--- src/icache_settings.svh ---
`ifndef ICACHE_SETTINGS_SVH
`define ICACHE_SETTINGS_SVH

// byte address from the fetch stage
`define ADDR_WIDTH 32

// one fetch word
`define XLEN 64

// sets per way
`define SET_COUNT 64

// words per line, also the refill burst length
`define LINE_WORDS 4

// top nibble of addresses that bypass the arrays
`define UNCACHED_NIBBLE 4'b0011

`endif

--- src/icachePkg.sv ---
`include "icache_settings.svh"

package icachePkg;

    // address split: tag | index | word | byte
    localparam int byteBits = $clog2(`XLEN / 8);
    localparam int wordBits = $clog2(`LINE_WORDS);
    localparam int offsetBits = byteBits + wordBits;
    localparam int indexBits = $clog2(`SET_COUNT);
    localparam int tagBits = `ADDR_WIDTH - indexBits - offsetBits;

    typedef enum logic [2:0] {
        idle    = 3'b000,
        compare = 3'b001,
        miss    = 3'b010,
        getData = 3'b011,
        replace = 3'b111
    } ctrlState_e;

    typedef logic [tagBits-1:0] tag_t;
    typedef logic [indexBits-1:0] index_t;
    typedef logic [wordBits-1:0] wordSel_t;
    // word 0 sits in the low bits
    typedef logic [`LINE_WORDS-1:0][`XLEN-1:0] line_t;

endpackage

--- src/icacheCtrl.sv ---
`include "icache_settings.svh"

module icacheCtrl (
    input  logic                    clk,
    input  logic                    rst_n,
    input  logic                    valid_i,
    input  logic [`ADDR_WIDTH-1:0]  addr_i,
    input  logic                    stall_n,
    input  logic                    memReady_i,
    input  logic                    memValid_i,
    input  logic                    memLast_i,
    input  logic                    anyHit_i,
    output logic                    addrOk_o,
    output logic                    dataOk_o,
    output logic                    dataNotOk_o,
    output logic                    memReq_o,
    output logic [`ADDR_WIDTH-1:0]  memAddr_o,
    output logic [1:0]              memLen_o,
    output icachePkg::index_t       lookupIndex_o,
    output icachePkg::tag_t         lookupTag_o,
    output icachePkg::wordSel_t     wordSel_o,
    output logic [1:0]              wayWe_o,
    output logic                    uncached_o,
    output logic                    bufferSel_o
);

    icachePkg::ctrlState_e curState;
    icachePkg::ctrlState_e nextState;
    logic [`ADDR_WIDTH-1:0] reqLatch;
    logic idleSt;
    logic compareSt;
    logic missSt;
    logic getDataSt;
    logic replaceSt;
    logic accept;
    logic lastBeat;
    logic victim;
    logic fillPending;
    logic uncachedOk;

    assign idleSt = curState == icachePkg::idle;
    assign compareSt = curState == icachePkg::compare;
    assign missSt = curState == icachePkg::miss;
    assign getDataSt = curState == icachePkg::getData;
    assign replaceSt = curState == icachePkg::replace;

    // a new address is taken only when the current one is answered
    assign addrOk_o = idleSt || (compareSt && anyHit_i);
    assign accept = valid_i && addrOk_o && stall_n;
    assign lastBeat = getDataSt && memValid_i && memLast_i;

    always_ff @(posedge clk or negedge rst_n) begin
        if (!rst_n) begin
            curState <= icachePkg::idle;
        end else begin
            curState <= nextState;
        end
    end

    always_comb begin
        nextState = curState;
        case (curState)
            icachePkg::idle: begin
                if (accept) begin
                    nextState = icachePkg::compare;
                end
            end
            icachePkg::compare: begin
                // stalled hits stay here and keep their result
                if (!anyHit_i) begin
                    nextState = icachePkg::miss;
                end else if (!accept && stall_n) begin
                    nextState = icachePkg::idle;
                end
            end
            icachePkg::miss: begin
                if (memReady_i) begin
                    nextState = icachePkg::getData;
                end
            end
            icachePkg::getData: begin
                if (lastBeat) begin
                    nextState = uncached_o ? icachePkg::compare : icachePkg::replace;
                end
            end
            icachePkg::replace: begin
                nextState = icachePkg::compare;
            end
            default: begin
                nextState = icachePkg::idle;
            end
        endcase
    end

    always_ff @(posedge clk or negedge rst_n) begin
        if (!rst_n) begin
            reqLatch <= '0;
        end else if (accept) begin
            reqLatch <= addr_i;
        end
    end

    assign uncached_o = reqLatch[`ADDR_WIDTH-1 -: 4] == `UNCACHED_NIBBLE;

    // live index on acceptance so the synchronous read lands in compare
    assign lookupIndex_o = accept ? addr_i[icachePkg::offsetBits +: icachePkg::indexBits]
                                  : reqLatch[icachePkg::offsetBits +: icachePkg::indexBits];
    assign lookupTag_o = reqLatch[`ADDR_WIDTH-1 -: icachePkg::tagBits];
    assign wordSel_o = reqLatch[icachePkg::byteBits +: icachePkg::wordBits];

    assign dataOk_o = compareSt && anyHit_i;
    assign dataNotOk_o = (compareSt && !anyHit_i) || missSt || getDataSt || replaceSt;

    // memory request, whole line or the single uncached word
    assign memReq_o = missSt && memReady_i;
    assign memAddr_o = uncached_o ? reqLatch
                                  : {reqLatch[`ADDR_WIDTH-1:icachePkg::offsetBits],
                                     {icachePkg::offsetBits{1'b0}}};
    assign memLen_o = uncached_o ? 2'd0 : 2'(`LINE_WORDS - 1);

    assign wayWe_o[0] = replaceSt && !victim;
    assign wayWe_o[1] = replaceSt && victim;

    always_ff @(posedge clk or negedge rst_n) begin
        if (!rst_n) begin
            victim <= 1'b0;
            fillPending <= 1'b0;
            uncachedOk <= 1'b0;
        end else begin
            if (replaceSt) begin
                victim <= ~victim;
            end
            fillPending <= getDataSt || replaceSt;
            // uncached word lives only in the buffer, hold it through a stall
            if (lastBeat && uncached_o) begin
                uncachedOk <= 1'b1;
            end else if (!(compareSt && !stall_n)) begin
                uncachedOk <= 1'b0;
            end
        end
    end

    assign bufferSel_o = fillPending || uncachedOk;

endmodule

--- config.mk ---
export PLATFORM = sky130hd
export DESIGN_NAME = icacheCtrl
export DESIGN_NICKNAME = d
export VERILOG_FILES = /design/src/icachePkg.sv /design/src/icacheCtrl.sv
export VERILOG_INCLUDE_DIRS = /design/src /design/src/src
export SDC_FILE = /design/constraint.sdc
export NUM_CORES = 1
export LEC_CHECK = 0
export ABC_AREA = 1
export BUFFER_PORTS_ARGS = -buffer_cell sky130_fd_sc_hd__buf_2
export CAP_MARGIN = 20
export CORE_MARGIN = 8
export CORE_UTILIZATION = 45
export DETAILED_ROUTE_END_ITERATION = 8
export PLACE_DENSITY = 0.78
export SETUP_SLACK_MARGIN = 0.5
export SLEW_MARGIN = 20
export SYNTH_ARGS = -nofsm -noshare
export SYNTH_HDL_FRONTEND = slang
export SYNTH_SLANG_ARGS = --single-unit
--- constraint.sdc ---
create_clock -name clk -period 2.1 [get_ports clk]
set_input_delay 0.21 -clock clk [delete_from_list [all_inputs] [get_ports clk]]
set_output_delay 0.21 -clock clk [all_outputs]
set_load 0.01 [all_outputs]
; After elaboration in Yosys (flattened, before gate mapping)
; Index checks and enable logic that the tools add are counted.
[classes]
mux = 12
n_eq_ne = 10
n_reduce_logical = 24
bitwise = 1
[ops]
columns = op, count
row1 = $mux W3, 6
row2 = $pmux W3 S5, 1
row3 = $logic_and A1 B1 Y1, 12
row4 = $eq A3 B2 Y1 const B, 2
row5 = $logic_or A1 B1 Y1, 6
row6 = $mux W6, 1
row7 = $mux W5, 1
row8 = $eq A4 B2 Y1 const B, 1
row9 = $logic_not A1 Y1, 4
row10 = $ne A2 B1 Y1 const B, 2
row11 = $ne A2 B2 Y1 const B, 2
row12 = $reduce_and A4 Y1, 1
row13 = $eq A3 B1 Y1 const B, 1
row14 = $eq A3 B3 Y1 const B, 1
row15 = $logic_not A3 Y1, 1
row16 = $ne A3 B2 Y1 const B, 1
row17 = $mux W1, 2
row18 = $mux W2, 1
row19 = $not A1 Y1, 1
[word_totals]
in_bits = 40
ff_bits = 38
out_inout_bits = 71

; Depth between registers and ports, before layout
[logic_depth]
word_depth = 10
depth_mapped = 7
mapped_depth_nobuf = 7

; Worst setup path before layout
; Ideal clock, no wire load.
[synth_timing]
kind = reg-to-output
start = register curState[2]
end = output port lookupIndex_o[0]
setup_slack_ps = 759
stages_incl_launch_ff = 7
path_buffers = 1
arrival_time_ps = 1131
cell_sequence = dfrtp_1 nor2_2 nand2_1 nand2_4 buf_4 nand3_1 nand2_1
[synth_between]
elab_chain_len = 6
[synth_lines]
columns = element, line
row1 = start: declaration, icacheCtrl.sv:27  ; icachePkg::ctrlState_e curState;
row2 = start signal: assignment, icacheCtrl.sv:54  ; curState <= icachePkg::idle;
row3 = start signal: assignment, icacheCtrl.sv:56  ; curState <= nextState;
row4 = $eq A3 B1 Y1, icacheCtrl.sv:42  ; assign compareSt = curState == icachePkg::compare;
row5 = $logic_and A1 B1 Y1, icacheCtrl.sv:48  ; assign addrOk_o = idleSt || (compareSt && anyHit_i);
row6 = $logic_or A1 B1 Y1 *, icacheCtrl.sv:48
row7 = via addrOk_o, icacheCtrl.sv:13  ; output logic addrOk_o,
row8 = $logic_and A1 B1 Y1 * (2 in series), icacheCtrl.sv:49  ; assign accept = valid_i && addrOk_o && stall_n;
row9 = $mux W6 *, icacheCtrl.sv:106  ; assign lookupIndex_o = accept ? addr_i[icachePkg::offsetBits +: icachePkg::indexBits]
row10 = end: declaration, icacheCtrl.sv:19  ; output icachePkg::index_t lookupIndex_o,
; Mark *: on every way through the listed nets, which the timed path passes. The rest lies on a longest branch.

; Final worst setup path
[layout_timing]
start = register curState[0]
end = output port lookupIndex_o[0]
[layout_between]
elab_chain_len = 6
[layout_lines]
columns = element, line
row1 = $eq A3 B1 Y1, icacheCtrl.sv:42
row2 = $logic_and A1 B1 Y1, icacheCtrl.sv:48
row3 = $logic_or A1 B1 Y1 *, icacheCtrl.sv:48
row4 = $logic_and A1 B1 Y1 * (2 in series), icacheCtrl.sv:49
row5 = $mux W6 *, icacheCtrl.sv:106
; Every way passes the cells marked *; elsewhere a longest branch is shown, timed or not.

==> reports/results.tsv <==
stage	metric	value	unit
outcome	outcome	finished clean	
finish	nFillCells	420	
finish	stdcell_count	392	
flow_run	maxCapViolCount	0	
placed_design	port_buffers	110	
critical_path	path_buf_inv	1	
synth	synth_area	2090	um^2
route	drt.antenna.violating_nets	0	
critical_path	cpPeakStageDelay	0.46	ns
floorplanning	fp.dieW	84.2	um
clocking	clockRootBuffer	clkbuf_8	
grt	gr-total-overflow	0	
placed_design	hpwl	3.96	mm
synth	synthCells	257	
critical_path	crit_slowest_cell	dfrtp_2	
finish	regArea	953	um^2
critical_path	r2r_end	reqLatch[29]$_DFFE_PN0N_	
worst_hold_path	hold_path_class	in2async	
sta	rsz0062_at_grt	true	
placed_design	place.gp.congestion	0.736	
sta	whs	0.0277	ns
critical_path	reg2reg_slack	0.60	ns
finish	syn_to_final_growth	27.7	%
placed_design	place_inst	365	
route	drc	0	
clocking	clk_pin_slew	0.07	ns
critical_path	endpoint	lookupIndex_o[0]	
critical_path	cp.depth	7	
finish	final_layout_size_suffix_gt1_share	50.6	%
floorplanning	die_h	84.2	um
critical_path	end_kind	output port	
finish	nets	377	
route	vias	1827	
critical_path	crit_arrival	1.49	ns
critical_path	cp_top_family	simple AND/OR/NAND/NOR gates	
sta	slew_viol_final	0	
critical_path	r2r_start	curState[0]$_DFFE_PN0P_	
sta	hold_viol	0	
synth	ys_dominant_reg_cell	dfrtp_1	
clocking	cts_made_buffers	5	
synth	yosys_warnings	0	
clocking	clockBufferDepth	2	
sta	fmax	588	MHz
floorplanning	fp.dieArea	7080	um^2
floorplanning	rows	25	
grt	antenna_found_initial	0	
finish	antenna_cells	0	
grt	grt_usage	15.4	%
synth	syn-num-nets	297	
critical_path	crit_type	reg2out	
critical_path	path_cells	nor2_4, nand2_4, nand2_8, nand2_8, nand2_2, nand2_2, buf_6	
synth	yosysMostFrequentCell	nand2_1	
critical_path	ff2ff_path_depth	8	
sta	period_needed	1.70	ns
critical_path	crit_start	curState[0]$_DFFE_PN0P_	
synth	async_reset_ff_share	100	%
sta	tightest_slew	0.851	ns
synth	synth-seq-cells	38	
floorplanning	start_util	45.5	%
finish	multi_input_area	744	um^2
grt	grt_max_degree	39	
sta	relSlewSlack	43.2	%
synth	synth_cell_type_count	15	
power	vdd_drop_max	710	uV
critical_path	worstSetupStartpointType	flip-flop	
sta	skew	0.00212	ns
clocking	cts.sinks	38	
floorplanning	core-area	4600	um^2
route	post_drt_wl_per_cell	14.5	um
sta	finalCritPeriodShare	81.0	%
synth	synth-seq-area-share	45.5	%
clocking	htree_levels	2	
synth	yosysTopAreaCell	dfrtp_1	
power	p_leak	1.60	nW
clocking	clock_latency	0.28	ns
synth	synthTopCellsByArea	dfrtp_1, buf_4, nand2_1	
floorplanning	ios	111	
grt	grt_pass1_vias	1831	
critical_path	worst-path-max-fanout	7	
grt	grt_pass1_wl	8.94	mm
synth	synth_edf_count	0	
route	drtPass1Iterations	4	
power	pwr_density_cell	1580	nW/um^2
route	post_drt_via_cell_ratio	4.66	
critical_path	cp.required	1.89	ns
route	drt-initial-drc-count	48	
route	totalWireLength	5.67	mm
synth	synth_area_per_cell	8.14	um^2
sta	setup_viol_count_final	0	
synth	synthTopCellsByCount	nand2_1, buf_4, nand3_1, dfrtp_1, inv_1	
synth	yosys.area.top_type_share	45.5	%
clocking	cts_tree	built	
sta	fin_tns_setup	0	ns
kinds of logic (layout without fill, tap and decap cells):
family                    count (synthesis)  in the layout  share of synthesized area, %
xor gates and xnor gates                  1              1                         0.419
buffers and inverters                    77            156                          24.6
DFF                                      38             38                          45.5
AOI/OAI and AO/OA                         3              3                         0.718
and+or+nand+nor                         138            140                          28.8
worst register-to-register path, stage by stage, from the launching register on:
cell and delay [ns]:
dfrtp_2 0.46, nor2_4 0.16, nand2_4 0.11, nand2_8 0.11, nand2_8 0.08, buf_4 0.16, buf_4 0.19, nand2_1 0.09
nand2_1 0.05
timing repair:
action / in CTS / in global routing
pin swaps: 7 / 4
endpoints found under the setup margin: 32 / 32
hold buffers: 0 / 0
buffers inserted: 11 / 6
gates resized for setup: 25 / 13
endpoints found under the hold margin: 0 / 0
gates cloned: 2 / 0
per-stage QoR:
step	utilization (%)	total power [mW]	setup WS [ns]	instance area (um^2)
6_report	58.1	4.21	0.399	2670
4_1_cts	56.1	4.07	0.388	2580
3_3_place_gp	49.8	3.09	0.518	2290
5_1_grt	58.1	4.55	0.314	2670
3_5_place_dp	49.8	3.15	0.451	2290
2_1_floorplan	-	2.97	0.759	2090
cell type report:
| type | count | share of cell area [%] |
|---|---|---|
| flip-flops and latches | 38 | 35.7 |
| repair buffers | 131 | 28.1 |
| multi-input cells | 144 | 27.9 |
| clock buffers | 7 | 3.23 |
| well taps | 54 | 2.53 |
| inverters | 17 | 2.39 |
| clock inverters | 1 | 0.187 |
state kept, by name (all words and copies together), names as in the netlist:
name / flops
curState: 3
reqLatch: 32
victim: 1
uncachedOk: 1
fillPending: 1
power breakdown:
group | switching [mW] | total, mW | leakage, nW | internal (mW)
combinational | 1.34 | 2.37 | 1.07 | 1.03
sequential | 0.261 | 1.33 | 0.476 | 1.06
clock | 0.248 | 0.512 | 0.0482 | 0.265
total | 1.85 | 4.21 | 1.60 | 2.36
cell usage in the layout (no fill, tap or decap), types with 2 or more instances in the layout:
master / Yosys / layout
dfrtp_1: 38 / 36
nand2_2: 0 / 14
nand2_8: 0 / 2
inv_1: 17 / 13
nor2_1: 12 / 10
nand2_4: 2 / 3
buf_2: 0 / 104
dfrtp_2: 0 / 2
o21ai_0: 3 / 3
clkbuf_8: 0 / 6
nor2_2: 2 / 3
buf_6: 3 / 7
buf_4: 54 / 20
nand3_1: 41 / 39
inv_2: 0 / 4
nand2_1: 78 / 63
worst min-delay path by stage:
stage | from | endpoint | depth (start not counted)
final | rst_n | reqLatch[5]$_DFFE_PN0N_ | 1
after global routing | rst_n | victim$_DFFE_PN0P_ | 1
after CTS | rst_n | reqLatch[21]$_DFFE_PN0N_ | 1
after detailed placement | rst_n | reqLatch[21]$_DFFE_PN0N_ | 1
after global placement | rst_n | reqLatch[6]$_DFFE_PN0N_ | 1
after floorplan | rst_n | curState[0]$_DFFE_PN0P_ | 0
per-layer routing:
layer	routed length, um	track usage (%)	up-vias
met5	0	0	-
li1	-	-	916
met1	2280	17.4	831
met2	2880	25.3	71
met4	74	5.34	0
met3	437	6.39	9
(Power assumes the default switching activity.)
