===== config.mk =====
export PLATFORM = sky130hd
export DESIGN_NAME = hitMerge
export DESIGN_NICKNAME = d
export VERILOG_FILES = /design/src/icachePkg.sv /design/src/hitMerge.sv
export VERILOG_INCLUDE_DIRS = /design/src /design/src/src
export SDC_FILE = /design/constraint.sdc
export NUM_CORES = 1
export LEC_CHECK = 0
export ABC_CLOCK_PERIOD_IN_PS = 3200
export BUFFER_PORTS_ARGS = -buffer_cell sky130_fd_sc_hd__buf_2
export CORE_AREA = 2 2 206 208
export DETAILED_ROUTE_END_ITERATION = 10
export DIE_AREA = 0 0 208 210
export GPL_TIMING_DRIVEN = 0
export SYNTH_ARGS = -nofsm -noshare
export SYNTH_HDL_FRONTEND = slang
export SYNTH_SLANG_ARGS = --single-unit

===== constraint.sdc =====
create_clock -name clk -period 3.2 [get_ports clk]
set_clock_uncertainty 0.1 [all_clocks]
set_input_delay 0.64 -clock clk [delete_from_list [all_inputs] [get_ports clk]]
set_output_delay 0.64 -clock clk [all_outputs]
set_load 0.005 [all_outputs]

===== src/icache_settings.svh =====
`ifndef ICACHE_SETTINGS_SVH
`define ICACHE_SETTINGS_SVH

// byte address from the fetch stage
`define ADDR_WIDTH 32

// one fetch word
`define XLEN 64

// sets per way
`define SET_COUNT 64

// words per line, also the refill burst length
`define LINE_WORDS 4

// top nibble of addresses that bypass the arrays
`define UNCACHED_NIBBLE 4'b0011

`endif


===== src/icachePkg.sv =====
`include "icache_settings.svh"

package icachePkg;

    // address split: tag | index | word | byte
    localparam int byteBits = $clog2(`XLEN / 8);
    localparam int wordBits = $clog2(`LINE_WORDS);
    localparam int offsetBits = byteBits + wordBits;
    localparam int indexBits = $clog2(`SET_COUNT);
    localparam int tagBits = `ADDR_WIDTH - indexBits - offsetBits;

    typedef enum logic [2:0] {
        idle    = 3'b000,
        compare = 3'b001,
        miss    = 3'b010,
        getData = 3'b011,
        replace = 3'b111
    } ctrlState_e;

    typedef logic [tagBits-1:0] tag_t;
    typedef logic [indexBits-1:0] index_t;
    typedef logic [wordBits-1:0] wordSel_t;
    // word 0 sits in the low bits
    typedef logic [`LINE_WORDS-1:0][`XLEN-1:0] line_t;

endpackage


===== src/hitMerge.sv =====
`include "icache_settings.svh"

module hitMerge (
    input  logic                 clk,
    input  logic                 rst_n,
    input  logic [`XLEN-1:0]     memData_i,
    input  logic                 memValid_i,
    input  logic                 memLast_i,
    input  logic                 hit0_i,
    input  logic                 hit1_i,
    input  logic [`XLEN-1:0]     word0_i,
    input  logic [`XLEN-1:0]     word1_i,
    input  icachePkg::wordSel_t  wordSel_i,
    input  logic                 uncached_i,
    input  logic                 bufferSel_i,
    output icachePkg::line_t     fillLine_o,
    output logic [`XLEN-1:0]     rdData_o,
    output logic                 anyHit_o
);

    icachePkg::wordSel_t beatCnt;
    icachePkg::line_t fillBuf;

    // beat position within the burst
    always_ff @(posedge clk or negedge rst_n) begin
        if (!rst_n) begin
            beatCnt <= '0;
        end else if (memValid_i) begin
            beatCnt <= memLast_i ? '0 : beatCnt + 1'b1;
        end
    end

    always_ff @(posedge clk) begin
        if (memValid_i) begin
            fillBuf[beatCnt] <= memData_i;
        end
    end

    assign fillLine_o = fillBuf;

    // buffered line wins while the arrays catch up
    always_comb begin
        if (bufferSel_i) begin
            rdData_o = uncached_i ? fillBuf[0] : fillBuf[wordSel_i];
        end else if (hit1_i) begin
            rdData_o = word1_i;
        end else begin
            rdData_o = word0_i;
        end
    end

    // uncached lines are never in the ways
    assign anyHit_o = bufferSel_i || ((hit0_i || hit1_i) && !uncached_i);

endmodule


# Word-level counts from Yosys, hierarchy flattened
# Cells that the tools add are included.
# totals
reg_bits,258
output_inout_bits,321
elab_cells,23
# classes
addsub,1
magnitude_cmp,3
mux,9
reduce_logical,5
# ops
cell,count
64-bit two-way mux,5
256-bit bitwise mux,1
64-bit binary-select mux with 2-bit select,1
64-bit demux with 2-bit select,1
2-bit by 3-bit less-than comparator with 1-bit output (second input constant),2
2-bit by 1-bit adder with 2-bit output (second input constant),1
2-bit by 1-bit >= comparator with 1-bit output (second input constant),1
1-bit logical AND,2
1-bit logical OR,2
2-bit two-way mux,1
1-bit zero test,1

# Depth between registers and ports, before layout
# Gate-level depths: netlist of run 1.
# logic_depth
ltp_word,5
ltp_mapped,6

# Least setup slack after synthesis of run 1
# No wires, ideal clock.
# synth_path
path_type,input-to-reg
startpoint,input port memValid_i
endpoint,"register fillBuf (netlist bit fillLine_o[0]), enable pin"
setup_time_ps,429
arrival_time_ps,2143
slack_ps,528
stages,1
cell_sequence,and2_1
# synth_rtl
item,line,source
"start, declared",hitMerge.sv:7,"input logic memValid_i,"
"end signal, assigned by index",hitMerge.sv:35,fillBuf[beatCnt] <= memData_i;
"end, declared",hitMerge.sv:22,icachePkg::line_t fillBuf;
# No word-level cell between the ends.

# Final worst setup path of run 1
# layout_path
startpoint,input port bufferSel_i
endpoint,output port rdData_o[40]
# layout_via
elab_chain_cells,1
# layout_lines
item,line,source
"start, declared",hitMerge.sv:15,"input logic bufferSel_i,"
64-bit two-way mux,hitMerge.sv:43,if (bufferSel_i) begin
"end, declared",hitMerge.sv:17,"output logic [`XLEN-1:0] rdData_o,"
# Every way passes these cells.

==> results.sh, run 1 <==
export IMPL_status="completed"
export IMPL_overflow=0
export IMPL_critPathKind="in2out"
export IMPL_cts_root_buf="clkbuf_16"
export IMPL_fill_cells=4053
export IMPL_clock_sinks=258
export IMPL_cts_tree="done"
export IMPL_syn_avg_cell_area_sq_um=15.6
export IMPL_grt_pass1_vias=9404
export IMPL_path_max_fanout=10
export IMPL_critPathLaunchType="input pin"
export IMPL_cts_max_level=1
export IMPL_insertion_delay_ns=0.54
export IMPL_die_y_um=210
export IMPL_synth_edf_count=256
export IMPL_worstMarginPinSlew_ns=0.771
export IMPL_yosysTopAreaCell="edfxtp_1"
export IMPL_powerDensity_nw_per_um2=563
export IMPL_synthCells=725
export IMPL_layout_min_cycle_time_ns=3.17
export IMPL_finalSetupTns_ns=0
export IMPL_syn_nets=931
export IMPL_drtAntennaViolNets=0
export IMPL_ys_types=28
export IMPL_clock_fmax_mhz=315
export IMPL_num_rows=75
export IMPL_wl_per_cell_um=24.3
export IMPL_hp_class="in2reg"
export IMPL_yosys_top_cells_area="edfxtp_1, a2111oi_2, mux2i_1"
export IMPL_drt_initial_drc_count=621
export IMPL_async_reset_ff_share_pct=0.775
export IMPL_core_sq_um=41500
export IMPL_drv_cap=0
export IMPL_drtPass1Iterations=5
export IMPL_dpl_hpwl_um=33400
export IMPL_drive_above_1_share_pct=52.4
export IMPL_multi_input_area_sq_um=3260
export IMPL_holdWs_ns=0.202
export IMPL_ys_flop_type="edfxtp_1"
export IMPL_grt_max_degree=37
export IMPL_rsz0062_at_grt="no"
export IMPL_pin_count=523
export IMPL_netlist_area_sq_um=11300
export IMPL_wirelength_um=44800
export IMPL_final_cell_mix="buf_2, edfxtp_1, mux2i_1, o22ai_1, nor2b_1"
export IMPL_globalplace_congestion=0.925
export IMPL_drv_slew=0
export IMPL_setup_viol=0
export IMPL_place_area_sq_um=14700
export IMPL_slew_headroom_pct=48.6
export IMPL_vias=9171
export IMPL_area_growth_pct=39.6
export IMPL_yosysWarnings=0
export IMPL_routed_via_density=4.97
export IMPL_clock_path_buffers=3
export IMPL_grt_usage_pct=19.4
export IMPL_die_area_sq_um=43700
export IMPL_hold_violations=0
export IMPL_peakVddDrop_mv=0.353
export IMPL_final_area_sq_um=15800
export IMPL_synth_yosys_seq_area_share_pct=68.5
export IMPL_antenna_found_initial=4
export IMPL_layout_commonest_cell="buf_2"
export IMPL_drc_errors=0
export IMPL_clkSlewWorstSetupHoldPaths_ns=0.06
export IMPL_critPathCaptureType="output pin"
export IMPL_power_leakage_uw=0.00641
export IMPL_portBuffers=521
export IMPL_arrival_ns=2.43
export IMPL_utilization_pct=38.0
export IMPL_die_w_um=208
export IMPL_cp_data_required_time_ns=2.46
export IMPL_period_share_pct=99.2
export IMPL_total_power_uw=8890
export IMPL_fin_nets=1487
export IMPL_synth_top_area_share_pct=68.0
export IMPL_regArea_sq_um=7740
export IMPL_synth_seq_cells=258
export IMPL_initial_utilization_pct=27.2
export IMPL_cts_buffers_inserted=28
export IMPL_grt_pass1_wl_um=62900
## state kept, by name (all words and copies together) (netlist names)
name / flops
beatCnt: 2
fillLine_o: 256
## path summary, 6_finish.rpt
| check | from | endpoint | slack, ns | depth (start not counted) |
|---|---|---|---|---|
| min reg2reg | beatCnt[0]$_DFFE_PN0P_ | beatCnt[0]$_DFFE_PN0P_ | 0.51 | 3 |
| max reg2reg | beatCnt[0]$_DFFE_PN0P_ | fillLine_o[167]$_DFFE_PP_ | 1.24 | 4 |
| min | memData_i[8] | fillLine_o[200]$_DFFE_PP_ | 0.20 | 1 |
| max in group asynchronous | rst_n | beatCnt[1]$_DFFE_PN0P_ | 2.58 | 2 |
| max | bufferSel_i | rdData_o[40] | 0.03 | 6 |
| min in group asynchronous | rst_n | beatCnt[0]$_DFFE_PN0P_ | 0.33 | 2 |
## kinds of logic after synthesis
family / Yosys count / synth area share [%]
AOI/OAI and AO/OA: 197 / 14.5
muxes: 77 / 6.96
and+or+nand+nor: 126 / 6.90
DFF: 258 / 68.5
adders and majority gates: 4 / 0.443
buffers and inverters: 63 / 2.77
## layout make-up
class	count	area share [%]
timing repair buffer	526	17.2
clock buffer	32	4.67
buffer	60	1.97
clock inverter	20	2.05
sequential	258	49.0
tap	539	4.27
inverter	3	0.0714
antenna	5	0.0793
multi-input combinational	404	20.7
## per-stage QoR
stage	std cells	worst slack [ns]
6_report	1847	0.0253
5_1_grt	1843	0.00174
4_1_cts	1842	0.0200
3_5_place_dp	1789	-0.398
3_3_place_gp	1785	-1.11
2_1_floorplan	725	0.528
## critical path, cell delays in order
cell and delay [ns]:
buf_2 0.14, buf_4 0.26, clkbuf_2 0.45, clkbuf_1 0.57
o22ai_1 0.19, buf_2 0.18
## metal layers
metal	track usage (%)	routed length, um	up-vias
met5	0	16	-
met4	6.68	1290	2
met3	4.59	3480	82
met2	34.0	22500	517
met1	23.4	17500	4522
li1	-	-	4048
## power by group
group / internal (uW) / switching (uW)
sequential: 3940 / 96.8
combinational: 471 / 678
clock: 2310 / 1390
## cells in the mapped netlist (2+ instances only)
| cell type | instances |
|---|---|
| and2_1 | 4 |
| o21ai_1 | 6 |
| nand2b_1 | 14 |
| clkbuf_1 | 19 |
| a2111oi_2 | 50 |
| nor2b_1 | 52 |
| edfxtp_1 | 256 |
| inv_1 | 3 |
| a21oi_1 | 13 |
| buf_4 | 5 |
| mux2_2 | 13 |
| buf_2 | 34 |
| o2bb2ai_1 | 12 |
| o21ai_0 | 47 |
| dfrtp_1 | 2 |
| o22ai_1 | 64 |
| ha_1 | 4 |
| buf_6 | 2 |
| nor2_1 | 3 |
| mux2i_1 | 64 |
| and3_1 | 51 |
## repair_timing
action                                 CTS  global route
endpoints found under the hold margin    2             0
gates resized for setup                  3             2
setup endpoints to repair               41             1
setup buffers                            0             0
hold buffers                             1             0
No activity file was read; power rests on OpenSTA's default activity.
==> run 2: changes to the inputs <==
--- a/config.mk
+++ b/config.mk
@@ -8,10 +8,11 @@
 export LEC_CHECK = 0
 export ABC_CLOCK_PERIOD_IN_PS = 3200
 export BUFFER_PORTS_ARGS = -buffer_cell sky130_fd_sc_hd__buf_2
-export CORE_AREA = 2 2 206 208
+export CORE_AREA = 3 3 201 203
 export DETAILED_ROUTE_END_ITERATION = 10
-export DIE_AREA = 0 0 208 210
+export DIE_AREA = 0 0 204 206
 export GPL_TIMING_DRIVEN = 0
+export SETUP_SLACK_MARGIN = 0.05
 export SYNTH_ARGS = -nofsm -noshare
 export SYNTH_HDL_FRONTEND = slang
 export SYNTH_SLANG_ARGS = --single-unit
==> results.sh, run 2 (synthesized netlist as in run 1, its figures left out) <==
export IMPL_fin_cells=1823
export IMPL_crit_family="buffers and inverters"
export IMPL_pre_cts_ws_ns=-0.659
export IMPL_hold_violations=0
export IMPL_die_w_um=204
export IMPL_timing_critical_path_slowest_stage_cell="clkbuf_1"
export IMPL_critPathLaunchType="input pin"
export IMPL_vias=9046
export IMPL_globalplace_congestion=0.849
export IMPL_slew_headroom_pct=44.6
export IMPL_cts_buffers_inserted=28
export IMPL_dpl_hpwl_um=34500
export IMPL_initial_utilization_pct=29.2
export IMPL_num_rows=72
export IMPL_cts_root_buf="clkbuf_16"
export IMPL_peakVddDrop_mv=0.431
export IMPL_layout_min_cycle_time_ns=3.07
export IMPL_worstMarginPinSlew_ns=0.831
export IMPL_antenna_found_initial=2
export IMPL_critPathKind="in2out"
export IMPL_rr_startpoint="beatCnt[0]$_DFFE_PN0P_"
export IMPL_rrSetupSlack_ns=1.21
export IMPL_crit_buf_inv=5
export IMPL_crit_path_end="rdData_o[49]"
export IMPL_rsz0062_at_grt="no"
export IMPL_powerDensity_nw_per_um2=539
export IMPL_setup_viol=0
export IMPL_status="completed"
export IMPL_drive_above_1_share_pct=51.9
export IMPL_crit_start="bufferSel_i"
export IMPL_drv_cap=0
export IMPL_grt_usage_pct=20.8
export IMPL_cp_depth=6
export IMPL_pin_count=523
export IMPL_layout_commonest_cell="buf_2"
export IMPL_grt_max_degree=34
export IMPL_core_sq_um=38600
export IMPL_cts_max_level=1
export IMPL_drtPass1Iterations=5
export IMPL_critical_path_max_stage_delay_ns=0.50
export IMPL_die_y_um=206
export IMPL_die_area_sq_um=42000
export IMPL_critPathCaptureType="output pin"
export IMPL_drtAntennaViolNets=0
export IMPL_finalSetupTns_ns=0
export IMPL_crit_path_frequent_cell="buf_2"
export IMPL_total_power_uw=8400
export IMPL_grt_pass1_wl_um=63900
export IMPL_wl_per_cell_um=25.3
export IMPL_rr_worst_depth=4
export IMPL_fill_cells=3704
export IMPL_setup_slack_ns=0.128
export IMPL_period_share_pct=96.0
export IMPL_power_leakage_uw=0.00633
export IMPL_drv_slew=0
export IMPL_clock_path_buffers=3
export IMPL_clock_sinks=258
export IMPL_area_growth_pct=37.8
export IMPL_hp_class="in2reg"
export IMPL_cp_data_required_time_ns=2.46
export IMPL_largest_reg_flops=256
export IMPL_dp_cells=1768
export IMPL_clock_fmax_mhz=326
export IMPL_holdWs_ns=0.201
export IMPL_drt_initial_drc_count=597
export IMPL_drc_errors=0
export IMPL_portBuffers=521
export IMPL_insertion_delay_ns=0.55
export IMPL_crit_chain="buf_2 > buf_4 > clkbuf_2 > clkbuf_1 > o22ai_1 > buf_2"
export IMPL_clkSlewWorstSetupHoldPaths_ns=0.06
export IMPL_final_cell_mix="buf_2, edfxtp_1, mux2i_1, o22ai_1, nor2b_1"
export IMPL_grt_pass1_vias=9387
export IMPL_arrival_ns=2.33
export IMPL_overflow=0
export IMPL_wirelength_um=46100
export IMPL_fin_nets=1487
export IMPL_reg2reg_to="fillLine_o[34]$_DFFE_PP_"
export IMPL_routed_via_density=4.96
export IMPL_cts_tree="done"
export IMPL_path_max_fanout=10
-- run 2: cell types whose count changed in the layout (fill, tap and decap cells not counted), sizes merged --
cell,change
diode,-3
clkinv,+3
inv,-4
clkbuf,+6
bufinv,-5
clkdlybuf4s15,-1
clkinvlp,+1
-- run 2: cell type report --
class,instances,area [sq um],area share (%)
Clock inverter,15,148,0.948
Sequential cell,258,7740,49.7
Buffer,60,313,2.01
Clock buffer,37,756,4.85
Tap cell,518,648,4.16
Inverter,3,11.3,0.0723
Timing Repair Buffer,526,2700,17.3
Multi-Input combinational cell,404,3260,20.9
Antenna cell,2,5.00,0.0321
-- run 2: metal layers --
layer	vias up	part of all wire (%)	global-route usage, %
met3	74	8.8	5.70
met2	458	51	37.2
met1	4474	37	24.3
met4	0	2.9	6.24
met5	-	0	0
li1	4040	-	-
-- run 2: worst min path at each step --
stage / from / to / slack, ns / cells past startpoint
floorplan: rst_n / beatCnt[0]$_DFFE_PN0P_ / 0.24 / 0
global placement: rst_n / beatCnt[0]$_DFFE_PN0P_ / 0.33 / 1
detailed placement: rst_n / beatCnt[1]$_DFFE_PN0P_ / 0.33 / 1
CTS: memData_i[61] / fillLine_o[125]$_DFFE_PP_ / 0.16 / 1
global route: memData_i[61] / fillLine_o[253]$_DFFE_PP_ / 0.18 / 1
finish: memData_i[4] / fillLine_o[4]$_DFFE_PP_ / 0.20 / 1
-- run 2: repair_timing --
action | 4_1_cts | 5_1_grt
hold endpoints to repair | 2 | 0
setup endpoints to repair | 48 | 1
resized for setup | 6 | 2
hold buffers | 1 | 0
buffers inserted | 0 | 0
-- run 2: power breakdown --
part	switching [uW]	internal, uW	leakage, uW	total [uW]
Clock	1310	1890	0.000436	3200
Combinational	695	470	0.00351	1160
Sequential	91.9	3940	0.00238	4030
-- run 2: per-stage QoR --
step / cell area (sq um) / utilization [%]
floorplan: 11300 / -
global placement: 14600 / 37.7
detailed placement: 14600 / 37.9
CTS: 15600 / 40.3
global route: 15600 / 40.3
finish: 15600 / 40.3
==> run 3: changes to the inputs <==
--- a/config.mk
+++ b/config.mk
@@ -9,9 +9,11 @@
 export ABC_CLOCK_PERIOD_IN_PS = 3200
 export BUFFER_PORTS_ARGS = -buffer_cell sky130_fd_sc_hd__buf_2
 export CORE_AREA = 3 3 201 203
+export CTS_CLUSTER_SIZE = 16
 export DETAILED_ROUTE_END_ITERATION = 10
 export DIE_AREA = 0 0 204 206
 export GPL_TIMING_DRIVEN = 0
+export RECOVER_POWER = 100
 export SETUP_SLACK_MARGIN = 0.05
 export SYNTH_ARGS = -nofsm -noshare
 export SYNTH_HDL_FRONTEND = slang
==> results.sh, run 3 (synthesized netlist as in run 1, its figures left out) <==
export IMPL_powerDensity_nw_per_um2=552
export IMPL_path_max_fanout=10
export IMPL_drive_above_1_share_pct=27.0
export IMPL_dpl_hpwl_um=34500
export IMPL_grt_pass1_vias=9387
export IMPL_hp_start="memData_i[61]"
export IMPL_drc_errors=0
export IMPL_cp_data_required_time_ns=2.46
export IMPL_violations="max-capacitance violations, max-slew violations"
export IMPL_critPathKind="in2out"
export IMPL_wirelength_um=46200
export IMPL_rr_startpoint="beatCnt[0]$_DFFE_PN0P_"
export IMPL_vias=9031
export IMPL_overflow=0
export IMPL_drtPass1Iterations=7
export IMPL_final_cell_mix="clkbuf_1, edfxtp_1, buf_2, mux2i_1, o22ai_1"
export IMPL_worstMarginPinSlew_ns=2.08
export IMPL_fin_nets=1487
export IMPL_area_growth_pct=33.7
export IMPL_num_rows=72
export IMPL_insertion_delay_ns=0.55
export IMPL_clock_path_buffers=3
export IMPL_period_share_pct=97.9
export IMPL_peakVddDrop_mv=0.429
export IMPL_fin_cells=1823
export IMPL_cts_root_buf="clkbuf_16"
export IMPL_critPathLaunchType="input pin"
export IMPL_globalplace_congestion=0.849
export IMPL_cts_buffers_inserted=28
export IMPL_portBuffers=521
export IMPL_drtAntennaViolNets=0
export IMPL_clkSlewWorstSetupHoldPaths_ns=0.06
export IMPL_dp_cells=1768
export IMPL_finalSetupTns_ns=0
export IMPL_antenna_found_initial=1
export IMPL_grt_usage_pct=20.8
export IMPL_pin_count=523
export IMPL_rsz0062_at_grt="no"
export IMPL_layout_commonest_cell="clkbuf_1"
export IMPL_cts_max_level=1
export IMPL_clock_fmax_mhz=319
export IMPL_hold_violations=0
export IMPL_power_leakage_uw=0.00544
export IMPL_wl_per_cell_um=25.3
export IMPL_initial_utilization_pct=29.2
export IMPL_hp_class="in2reg"
export IMPL_largest_reg_flops=256
export IMPL_drv_cap=3
export IMPL_layout_min_cycle_time_ns=3.13
export IMPL_clock_sinks=258
export IMPL_crit_start="uncached_i"
export IMPL_grt_pass1_wl_um=63900
export IMPL_die_y_um=206
export IMPL_die_w_um=204
export IMPL_drt_initial_drc_count=546
export IMPL_die_area_sq_um=42000
export IMPL_status="finished with violations"
export IMPL_routed_via_density=4.95
export IMPL_holdWs_ns=0.236
export IMPL_slew_headroom_pct=-38.6
export IMPL_cts_tree="done"
export IMPL_core_sq_um=38600
export IMPL_drv_slew=97
export IMPL_critPathCaptureType="output pin"
export IMPL_arrival_ns=2.39
export IMPL_setup_viol=0
export IMPL_grt_max_degree=34
run 3: path summary, 6_finish.rpt:
path                                              to  slack (ns)  cells past startpoint
max reg2reg                 fillLine_o[34]$_DFFE_PP_        0.21                      4
max in group asynchronous     beatCnt[0]$_DFFE_PN0P_        2.57                      2
min in group asynchronous     beatCnt[1]$_DFFE_PN0P_        0.31                      2
min                        fillLine_o[125]$_DFFE_PP_        0.24                      1
min reg2reg                   beatCnt[0]$_DFFE_PN0P_        0.51                      3
max                                      rdData_o[1]        0.07                      6
run 3: area by class of cell:
cell class                 count  area, sq um
buffer                        60          313
multi-input combinational    404         3210
clock inverter                15          148
fill                        3871        23500
inverter                       3         11.3
sequential                   258         7740
clock buffer                  37          756
tap                          518          648
antenna                        2         5.00
timing repair buffer         526         2280
run 3: repair_timing:
action	in CTS	in global routing
setup endpoints to repair	48	1
hold buffers	1	0
hold endpoints to repair	2	0
resized for setup	6	2
pin swaps	0	0
setup buffers	0	0
run 3: layer usage:
metal / wire length (um) / track usage (%)
met4: 1420 / 6.24
met5: 0 / 0
met2: 23300 / 37.2
met1: 17600 / 24.3
met3: 3840 / 5.70
run 3: through the flow:
stage	total power (uW)	setup slack [ns]	area [sq um]	util (%)
6_report	8340	0.0683	15100	39.1
5_1_grt	8650	0.0376	15100	39.1
4_1_cts	8480	0.0628	15600	40.3
3_5_place_dp	5280	-0.659	14600	37.9
3_3_place_gp	5270	-1.13	14600	37.7
2_1_floorplan	4590	0.528	11300	-
run 3: where the power goes:
group          internal, uW  switching, uW  leakage (uW)
clock                  1890           1310      0.000436
sequential             3950           94.6       0.00238
combinational           402            692       0.00263
total                  6240           2100       0.00544
run 3: worst max-delay path, stage by stage:
cell and delay [ns]:
clkbuf_2 0.18, o21bai_2 0.35, clkbuf_2 0.30, a2111oi_1 0.58, o22ai_1 0.18, buf_2 0.16
